`config.mk`:
```
export PLATFORM = sky130hd
export DESIGN_NAME = accel_core
export DESIGN_NICKNAME = d
export VERILOG_FILES = /design/src/hdl/accel_pkg.sv /design/src/hdl/page_buffer.sv /design/src/hdl/mac_engine.sv /design/src/hdl/ctrl_unit.sv /design/src/hdl/accel_core.sv
export VERILOG_INCLUDE_DIRS = /design/src /design/src/hdl
export SDC_FILE = /design/constraint.sdc
export NUM_CORES = 2
export LEC_CHECK = 0
export ABC_CLOCK_PERIOD_IN_PS = 11000
export BUFFER_PORTS_ARGS = -buffer_cell sky130_fd_sc_hd__clkbuf_2
export CORE_MARGIN = 4
export CORE_UTILIZATION = 38
export CTS_CLUSTER_SIZE = 16
export DETAILED_ROUTE_END_ITERATION = 10
export GPL_ROUTABILITY_DRIVEN = 0
export HOLD_SLACK_MARGIN = 0.08
export PLACE_DENSITY = 0.59
export SLEW_MARGIN = 10
export SYNTH_ARGS = -nofsm -noshare
export SYNTH_HDL_FRONTEND = slang
export SYNTH_SLANG_ARGS = --single-unit
```
`constraint.sdc`:
```
create_clock -name clk -period 11 [get_ports clk]
set_clock_uncertainty 0.2 [all_clocks]
set_input_delay 2.2 -clock clk [delete_from_list [all_inputs] [get_ports clk]]
set_output_delay 2.2 -clock clk [all_outputs]
set_load 0.005 [all_outputs]
```
`src/hdl/accel_config.svh`:
```
`ifndef ACCEL_CONFIG_SVH
`define ACCEL_CONFIG_SVH

// bits per memory page
`define ACCEL_PAGE_W 64

// 8-bit pixels or weights in one page
`define ACCEL_PIX_PER_PAGE 8

// pages per image, same count for one weight set
`define ACCEL_IMG_PAGES 4

// page buffers hold exactly one image or one weight set
`define ACCEL_BUF_DEPTH `ACCEL_IMG_PAGES

// page address into external memory
`define ACCEL_ADDR_W 28

// 32-bit words in a program page
`define ACCEL_INSTR_PER_PAGE 2

`endif

```
`src/hdl/accel_pkg.sv`:
```
package accel_pkg;

`include "accel_config.svh"

    // raw memory page
    typedef logic [`ACCEL_PAGE_W-1:0] mem_page_t;

    // unsigned pixels, element 0 in the low byte
    typedef logic [`ACCEL_PIX_PER_PAGE-1:0][7:0] pixel_page_t;

    typedef logic signed [7:0] weight_t;

    // signed weights, same byte order as pixels
    typedef weight_t [`ACCEL_PIX_PER_PAGE-1:0] weight_page_t;

    typedef logic [31:0] instr_t;

    // one access toward memory, strobes are single cycle
    typedef struct packed {
        logic                     rd_req;
        logic                     wr_req;
        logic [`ACCEL_ADDR_W-1:0] addr;
    } mem_req_t;

    // decoder register selects
    typedef enum logic [1:0] {
        REG_IMG_ADDR = 2'd0,
        REG_IMG_CNT  = 2'd1,
        REG_RES_ADDR = 2'd2
    } reg_sel_t;

    // register write from the decoder
    typedef struct packed {
        logic                     wr_en;
        reg_sel_t                 sel;
        logic [`ACCEL_ADDR_W-1:0] data;
    } reg_cmd_t;

    // wide enough for 32 products of u8 by s8
    typedef logic signed [23:0] acc_t;

endpackage

```
`src/hdl/page_buffer.sv`:
```
`timescale 1ns/1ps

module page_buffer #(
    parameter type page_t = logic [63:0],
    parameter int  DEPTH  = 4
) (
    input  logic  clk,
    input  logic  rst_n,
    input  logic  shift,
    input  page_t d,
    output page_t q [DEPTH]
);

    // entry 0 holds the newest page
    always_ff @(posedge clk or negedge rst_n) begin
        if (!rst_n) begin
            for (int i = 0; i < DEPTH; i++) begin
                q[i] <= '0;
            end
        end else if (shift) begin
            q[0] <= d;
            for (int i = 1; i < DEPTH; i++) begin
                q[i] <= q[i-1];
            end
        end
    end

    // memory must return clean data with every valid strobe
    a_no_x_on_shift: assert property (
        @(posedge clk) disable iff (!rst_n)
        shift |-> !$isunknown(d)
    ) else $error("page_buffer: unknown bits shifted in");

endmodule

```
`src/hdl/mac_engine.sv`:
```
`timescale 1ns/1ps
`include "accel_config.svh"

module mac_engine (
    input  logic                   clk,
    input  logic                   rst_n,
    input  logic                   mac_start,
    input  accel_pkg::pixel_page_t  pixels  [`ACCEL_IMG_PAGES],
    input  accel_pkg::weight_page_t weights [`ACCEL_IMG_PAGES],
    input  logic                   res_ack,
    output logic                   res_vld,
    output accel_pkg::acc_t        res_data
);
    import accel_pkg::*;

    localparam int PG_W = $clog2(`ACCEL_IMG_PAGES);
    localparam logic [PG_W-1:0] LAST_PAGE = PG_W'(`ACCEL_IMG_PAGES - 1);

    logic            busy;
    logic [PG_W-1:0] page_idx;
    logic [PG_W-1:0] sel;
    acc_t            page_sum;
    acc_t            acc;

    // eight products of unsigned pixel and signed weight
    function automatic acc_t dot_page(pixel_page_t p, weight_page_t w);
        acc_t s;
        acc_t px;
        acc_t wt;
        s = '0;
        for (int i = 0; i < `ACCEL_PIX_PER_PAGE; i++) begin
            px = p[i];
            wt = w[i];
            s  = s + px * wt;
        end
        return s;
    endfunction

    // page 0 is summed in the start cycle itself
    assign sel      = busy ? page_idx : '0;
    assign page_sum = dot_page(pixels[sel], weights[sel]);
    assign res_data = acc;

    always_ff @(posedge clk or negedge rst_n) begin
        if (!rst_n) begin
            busy     <= 1'b0;
            page_idx <= '0;
            res_vld  <= 1'b0;
        end else begin
            if (mac_start) begin
                busy     <= 1'b1;
                page_idx <= PG_W'(1);
            end else if (busy) begin
                page_idx <= page_idx + 1'b1;
                if (page_idx == LAST_PAGE) begin
                    busy    <= 1'b0;
                    res_vld <= 1'b1;
                end
            end
            if (res_ack) begin
                res_vld <= 1'b0;
            end
        end
    end

    // result stays put after the walk until the next start
    always_ff @(posedge clk or negedge rst_n) begin
        if (!rst_n) begin
            acc <= '0;
        end else if (mac_start) begin
            acc <= page_sum;
        end else if (busy) begin
            acc <= acc + page_sum;
        end
    end

    a_start_when_idle: assert property (
        @(posedge clk) disable iff (!rst_n)
        mac_start |-> !busy && !res_vld
    ) else $error("mac_engine: start while busy or result pending");

    a_ack_with_result: assert property (
        @(posedge clk) disable iff (!rst_n)
        res_ack |-> res_vld
    ) else $error("mac_engine: ack without a result");

    a_fixed_latency: assert property (
        @(posedge clk) disable iff (!rst_n)
        mac_start |-> ##(`ACCEL_IMG_PAGES) $rose(res_vld)
    ) else $error("mac_engine: result latency off");

endmodule

```
`src/hdl/ctrl_unit.sv`:
```
`timescale 1ns/1ps
`include "accel_config.svh"

module ctrl_unit (
    input  logic                clk,
    input  logic                rst_n,
    input  logic                buffer_addr_valid,
    input  logic                data_valid,
    input  logic                write_done,
    input  accel_pkg::reg_cmd_t cmd,
    input  logic                begin_wgt_load,
    input  logic                begin_proc,
    input  logic                res_vld,
    output accel_pkg::mem_req_t mem_req,
    output logic                img_shift,
    output logic                wgt_shift,
    output logic                mac_start,
    output logic                res_ack,
    output logic                instr_vld,
    output logic                inc_pc
);
    import accel_pkg::*;

    localparam int PG_W = $clog2(`ACCEL_IMG_PAGES);
    localparam int AW   = `ACCEL_ADDR_W;
    localparam logic [PG_W-1:0] LAST_PAGE = PG_W'(`ACCEL_IMG_PAGES - 1);

    typedef enum logic [3:0] {
        ST_WAIT_BUF,
        ST_FETCH,
        ST_WAIT_PROG,
        ST_EXEC,
        ST_WGT_LOAD,
        ST_IMG_LOAD,
        ST_COMPUTE,
        ST_WRITE,
        ST_WAIT_WR
    } state_t;

    state_t state;

    // programmable through cmd
    logic [AW-1:0] img_addr;
    logic [AW-1:0] img_cnt;
    logic [AW-1:0] res_addr;

    logic [AW-1:0]   wgt_addr;
    logic [AW-1:0]   img_idx;
    logic [PG_W-1:0] page_cnt;
    logic            rd_pend;

    logic start_wgt;
    logic start_proc;
    logic img_page_in;
    logic last_page;
    logic wr_fin;

    assign start_wgt   = state == ST_EXEC && begin_wgt_load;
    assign start_proc  = state == ST_EXEC && begin_proc && !begin_wgt_load;
    assign img_page_in = data_valid && state == ST_IMG_LOAD;
    assign last_page   = page_cnt == LAST_PAGE;
    assign wr_fin      = state == ST_WAIT_WR && write_done;

    // program page lands in the image buffer too
    assign img_shift = data_valid && (state == ST_WAIT_PROG || state == ST_IMG_LOAD);
    assign wgt_shift = data_valid && state == ST_WGT_LOAD;
    assign res_ack   = state == ST_WRITE;

    always_ff @(posedge clk or negedge rst_n) begin
        if (!rst_n) begin
            state     <= ST_WAIT_BUF;
            rd_pend   <= 1'b0;
            mac_start <= 1'b0;
            instr_vld <= 1'b0;
            inc_pc    <= 1'b0;
        end else begin
            rd_pend   <= 1'b0;
            mac_start <= 1'b0;
            instr_vld <= 1'b0;
            inc_pc    <= 1'b0;
            case (state)
                ST_WAIT_BUF: begin
                    if (buffer_addr_valid) begin
                        state <= ST_FETCH;
                    end
                end
                ST_FETCH: begin
                    state <= ST_WAIT_PROG;
                end
                ST_WAIT_PROG: begin
                    if (data_valid) begin
                        state     <= ST_EXEC;
                        instr_vld <= 1'b1;
                    end
                end
                ST_EXEC: begin
                    if (start_wgt) begin
                        state   <= ST_WGT_LOAD;
                        rd_pend <= 1'b1;
                    end else if (start_proc) begin
                        // nothing to process, step on
                        if (img_cnt == '0) begin
                            inc_pc <= 1'b1;
                        end else begin
                            state   <= ST_IMG_LOAD;
                            rd_pend <= 1'b1;
                        end
                    end
                end
                ST_WGT_LOAD: begin
                    if (data_valid) begin
                        if (last_page) begin
                            state  <= ST_EXEC;
                            inc_pc <= 1'b1;
                        end else begin
                            rd_pend <= 1'b1;
                        end
                    end
                end
                ST_IMG_LOAD: begin
                    if (data_valid) begin
                        if (last_page) begin
                            state     <= ST_COMPUTE;
                            mac_start <= 1'b1;
                        end else begin
                            rd_pend <= 1'b1;
                        end
                    end
                end
                ST_COMPUTE: begin
                    if (res_vld) begin
                        state <= ST_WRITE;
                    end
                end
                ST_WRITE: begin
                    state <= ST_WAIT_WR;
                end
                ST_WAIT_WR: begin
                    if (write_done) begin
                        // img_cnt counts down on this same edge
                        if (img_cnt == AW'(1)) begin
                            state  <= ST_EXEC;
                            inc_pc <= 1'b1;
                        end else begin
                            state   <= ST_IMG_LOAD;
                            rd_pend <= 1'b1;
                        end
                    end
                end
                default: begin
                    state <= ST_WAIT_BUF;
                end
            endcase
        end
    end

    always_ff @(posedge clk or negedge rst_n) begin
        if (!rst_n) begin
            img_addr <= '0;
            img_cnt  <= '0;
            res_addr <= '0;
        end else if (cmd.wr_en) begin
            case (cmd.sel)
                REG_IMG_ADDR: img_addr <= cmd.data;
                REG_IMG_CNT:  img_cnt  <= cmd.data;
                REG_RES_ADDR: res_addr <= cmd.data;
                default:      res_addr <= res_addr;
            endcase
        end else begin
            // image address walks on through all images
            if (img_page_in) begin
                img_addr <= img_addr + 1'b1;
            end
            if (wr_fin) begin
                img_cnt <= img_cnt - 1'b1;
            end
        end
    end

    always_ff @(posedge clk or negedge rst_n) begin
        if (!rst_n) begin
            wgt_addr <= '0;
            page_cnt <= '0;
            img_idx  <= '0;
        end else begin
            if (start_wgt) begin
                wgt_addr <= cmd.data;
            end else if (wgt_shift) begin
                wgt_addr <= wgt_addr + 1'b1;
            end
            if (start_wgt || start_proc || wr_fin) begin
                page_cnt <= '0;
            end else if (wgt_shift || img_page_in) begin
                page_cnt <= page_cnt + 1'b1;
            end
            if (start_proc) begin
                img_idx <= '0;
            end else if (wr_fin) begin
                img_idx <= img_idx + 1'b1;
            end
        end
    end

    always_comb begin
        mem_req        = '0;
        mem_req.rd_req = state == ST_FETCH || rd_pend;
        mem_req.wr_req = state == ST_WRITE;
        case (state)
            ST_WGT_LOAD: mem_req.addr = wgt_addr;
            ST_IMG_LOAD: mem_req.addr = img_addr;
            ST_WRITE:    mem_req.addr = res_addr + img_idx;
            // program page sits at page 0
            default:     mem_req.addr = '0;
        endcase
    end

    a_begin_in_exec: assert property (
        @(posedge clk) disable iff (!rst_n)
        (begin_wgt_load || begin_proc) |-> state == ST_EXEC
    ) else $error("ctrl_unit: begin command while busy, ignored");

endmodule

```
`src/hdl/accel_core.sv`:
```
`timescale 1ns/1ps
`include "accel_config.svh"

module accel_core (
    input  logic                 clk,
    input  logic                 rst_n,
    output accel_pkg::mem_req_t  mem_req,
    input  logic                 data_valid,
    input  accel_pkg::mem_page_t read_data,
    output accel_pkg::mem_page_t write_data,
    input  logic                 write_done,
    input  logic                 buffer_addr_valid,
    input  accel_pkg::reg_cmd_t  cmd,
    input  logic                 begin_wgt_load,
    input  logic                 begin_proc,
    output accel_pkg::instr_t    instructions [`ACCEL_INSTR_PER_PAGE],
    output logic                 instr_vld,
    output logic                 inc_pc
);
    import accel_pkg::*;

    localparam int INSTR_W = $bits(instr_t);
    localparam int ACC_W   = $bits(acc_t);

    logic         img_shift;
    logic         wgt_shift;
    logic         mac_start;
    logic         res_ack;
    logic         res_vld;
    acc_t         res_data;
    mem_page_t    prog_page;
    pixel_page_t  img_q [`ACCEL_BUF_DEPTH];
    weight_page_t wgt_q [`ACCEL_BUF_DEPTH];

    ctrl_unit ctrl_unit_i (
        .clk               (clk),
        .rst_n             (rst_n),
        .buffer_addr_valid (buffer_addr_valid),
        .data_valid        (data_valid),
        .write_done        (write_done),
        .cmd               (cmd),
        .begin_wgt_load    (begin_wgt_load),
        .begin_proc        (begin_proc),
        .res_vld           (res_vld),
        .mem_req           (mem_req),
        .img_shift         (img_shift),
        .wgt_shift         (wgt_shift),
        .mac_start         (mac_start),
        .res_ack           (res_ack),
        .instr_vld         (instr_vld),
        .inc_pc            (inc_pc)
    );

    page_buffer #(
        .page_t (pixel_page_t),
        .DEPTH  (`ACCEL_BUF_DEPTH)
    ) img_buf (
        .clk   (clk),
        .rst_n (rst_n),
        .shift (img_shift),
        .d     (pixel_page_t'(read_data)),
        .q     (img_q)
    );

    page_buffer #(
        .page_t (weight_page_t),
        .DEPTH  (`ACCEL_BUF_DEPTH)
    ) wgt_buf (
        .clk   (clk),
        .rst_n (rst_n),
        .shift (wgt_shift),
        .d     (weight_page_t'(read_data)),
        .q     (wgt_q)
    );

    mac_engine mac_engine_i (
        .clk       (clk),
        .rst_n     (rst_n),
        .mac_start (mac_start),
        .pixels    (img_q),
        .weights   (wgt_q),
        .res_ack   (res_ack),
        .res_vld   (res_vld),
        .res_data  (res_data)
    );

    // newest image page is the program page right after a fetch
    assign prog_page = mem_page_t'(img_q[0]);

    for (genvar i = 0; i < `ACCEL_INSTR_PER_PAGE; i++) begin : g_instr
        assign instructions[i] = prog_page[i*INSTR_W +: INSTR_W];
    end

    assign write_data = {{(`ACCEL_PAGE_W - ACC_W){res_data[ACC_W-1]}}, res_data};

endmodule

```
==> flow_summary.json <==
{
  "ys.flop_type": "dfrtp_1",
  "r2r_cells": 46,
  "failed_checks": "setup timing",
  "path_max_fanout": 7,
  "path_clk_slew_ns": 0.06,
  "slew_headroom": 0.1600,
  "worstSkewPairLatency_ns": 0.73,
  "ys_types": 98,
  "synth_warnings": 0,
  "r2r_slack_ns": -0.03,
  "clock_path_buffers": 3,
  "syn_area_mm2": 0.05648,
  "syn-mean-instance-area_um2": 9.217,
  "r2r-start": "mac_engine_i.page_idx[0]",
  "chipHeight_um": 393.5,
  "grt-ovfl-total": 0,
  "cts_buffers": 82,
  "async_flop_share": 1.000,
  "syn_inst": 6128,
  "post_drt_via_cell_ratio": 5.125,
  "timing.hold.ws_ns": 0.2673,
  "synth_edf_count": 0,
  "fmax_mhz": 90.66,
  "grt_max_degree": 171,
  "final_common_cell": "nand2_1",
  "ioPinCount": 262,
  "hold_depth": 2,
  "crit_path_start_kind": "register",
  "cts_sinks": 690,
  "final_cell_mix": "nand2_1, dfrtp_1, inv_1",
  "critical_path_arrival_ns": 11.44,
  "via_count": 44760,
  "endpoint_kind": "register",
  "floorplan.initialDensity": 0.3825,
  "cp_common_cell": "fa_1",
  "num_rows": 141,
  "syn_to_final_growth_pct": 19.84,
  "cts_hold_buffers": 0,
  "synth_top_area_share": 0.3057,
  "grt_pass1_wl_um": 261000,
  "crit_cells": 46,
  "r2r_end": "mac_engine_i.res_data[22]",
  "htree_levels": 3,
  "drv_slew": 0,
  "drc": 0,
  "min-delay-start": "wgt_buf.q[49]",
  "worst_slack_ns": -0.02990,
  "postRouteAntennaNets": 0,
  "core_area_mm2": 0.1477,
  "fin_nets": 7663,
  "fin_crit_sh": 1.003,
  "worstSetupPathType": "register to register",
  "slowest_delay_ns": 0.56,
  "track_usage": 0.2109,
  "worst_slew_pin_slew_ns": 1.260,
  "first_iter_violations": 3043,
  "synth-seq-cells": 690,
  "synth_largest_area_cell": "dfrtp_1",
  "setup_viol": 2,
  "drv_cap": 0,
  "antenna_found_initial": 10,
  "wire_per_inst_um": 18.95,
  "post-route-min-period_ns": 11.03,
  "critical-path-top-delay-family": "adder cells",
  "clock-root-buffer": "clkbuf_16",
  "numPortBuffers": 261,
  "synth_area_leaders": "dfrtp_1, fa_1, ha_1",
  "cts_tree": "done",
  "path_buf_inv": 9,
  "hold_class": "register to register",
  "drtPass1Iterations": 6,
  "layout-drive-gt1-share": 0.2485,
  "synth.net_count": 7058,
  "die_w_um": 393.5,
  "finalHoldViolations": 0,
  "grt_setup_unrepaired": "true",
  "place_hpwl_um": 124900,
  "routed_wl_um": 165500,
  "synth-seq-area-share": 0.3057,
  "first_global_vias": 45493,
  "fp.dieArea_mm2": 0.1549,
  "min_to": "wgt_buf.q[49]",
  "outcome": "complete, but fails checks",
  "cp_slowest_cell": "fa_2",
  "crit_required_ns": 11.41
}
## layer usage
| metal | vias up | GRT usage | part of all wire |
|---|---|---|---|
| li1 | 21291 | - | - |
| met1 | 22230 | 0.2924 | 0.45 |
| met2 | 986 | 0.3378 | 0.46 |
| met3 | 237 | 0.03553 | 0.052 |
| met4 | 16 | 0.06589 | 0.030 |
| met5 | - | 0 | 0.00072 |
## cells in the mapped netlist, drive strengths merged (72+ instances only)
library cell  instances
a21oi               164
buf                 147
clkbuf              177
dfrtp               690
fa                  404
ha                  424
inv                 669
mux2                393
mux2i               186
nand2              1183
nand3               122
nor2                443
o21ai               244
or2                  72
xnor2                91
xor2                 83
## repair_timing
item                                    CTS  global route
buffers inserted                         29            21
pin swaps                                37            88
resized for setup                       139           162
endpoints found under the setup margin    5             9
cloned                                    8             1
## worst max path at each step
stage | endpoint | startpoint | slack [ns]
final | mac_engine_i.res_data[22] | mac_engine_i.page_idx[0] | -0.03
after global routing | mac_engine_i.res_data[23] | mac_engine_i.page_idx[0] | -0.44
after CTS | mac_engine_i.res_data[23] | mac_engine_i.page_idx[0] | -0.05
after detailed placement | mac_engine_i.res_data[23] | mac_engine_i.page_idx[0] | -0.44
after global placement | mac_engine_i.res_data[23] | mac_engine_i.page_idx[0] | -0.27
after floorplan | mac_engine_i.res_data[22] | mac_engine_i.page_idx[0] | 0.009
## state kept, by name, indices dropped and copies added, names as in the netlist
register	count
mac_engine_i.res_vld	1
ctrl_unit_i.img_idx	28
ctrl_unit_i.inc_pc	1
img_buf.q	256
ctrl_unit_i.img_cnt	28
ctrl_unit_i.instr_vld	1
ctrl_unit_i.res_addr	28
ctrl_unit_i.state	4
ctrl_unit_i.img_addr	28
mac_engine_i.res_data	24
mac_engine_i.busy	1
ctrl_unit_i.wgt_addr	28
wgt_buf.q	256
ctrl_unit_i.rd_pend	1
ctrl_unit_i.mac_start	1
mac_engine_i.page_idx	2
ctrl_unit_i.page_cnt	2
## through the flow
stage	utilization	setup TNS, ns	setup WS, ns	instance area [um^2]	cells
6_report	0.4584	-0.04881	-0.02990	67690	8733
5_1_grt	0.4584	-1.625	-0.4383	67690	8731
4_1_cts	0.4518	-0.1039	-0.04933	66720	8709
3_5_place_dp	0.4252	-1.283	-0.4381	62790	8520
3_3_place_gp	0.4252	-0.5481	-0.2653	62790	8520
2_1_floorplan	-	0	0.008736	56500	6128
## cell type report
cell class / count / area, um^2
repair buffers: 846 / 6394
fillers: 14049 / 79970
multi-input cells: 4442 / 36240
inverters: 671 / 2521
well taps: 1930 / 2415
flip-flops and latches: 690 / 17270
clock buffers: 118 / 2387
clock inverters: 34 / 452.9
diodes: 2 / 5.005
## worst register-to-register path, delay by kind of cell, from the launching register on
| family | cells | cell delay (ns) |
|---|---|---|
| adders and majority gates | 11 | 4.62 |
| AOI/OAI and AO/OA | 13 | 2.15 |
| and+or+nand+nor | 9 | 1.67 |
| buffers and inverters | 9 | 0.98 |
| muxes | 2 | 0.52 |
| DFF | 1 | 0.51 |
| xor gates and xnor gates | 2 | 0.27 |
## cells by family (layout without fill, tap and decap cells)
family          Yosys count  in the layout  share of synthesized area
simple gates           2132           2132                     0.1629
mux                     579            579                     0.1113
fa+ha+maj               828            828                     0.2371
xor+xnor                174            174                    0.02698
compound gates          729            729                    0.08136
buf+inv                 996           1669                    0.07469
flops                   690            690                     0.3057
other cells               0              2                          0
Power is not shown: default switching activity piles up to over one toggle a cycle in this logic, so the estimate is an artifact.
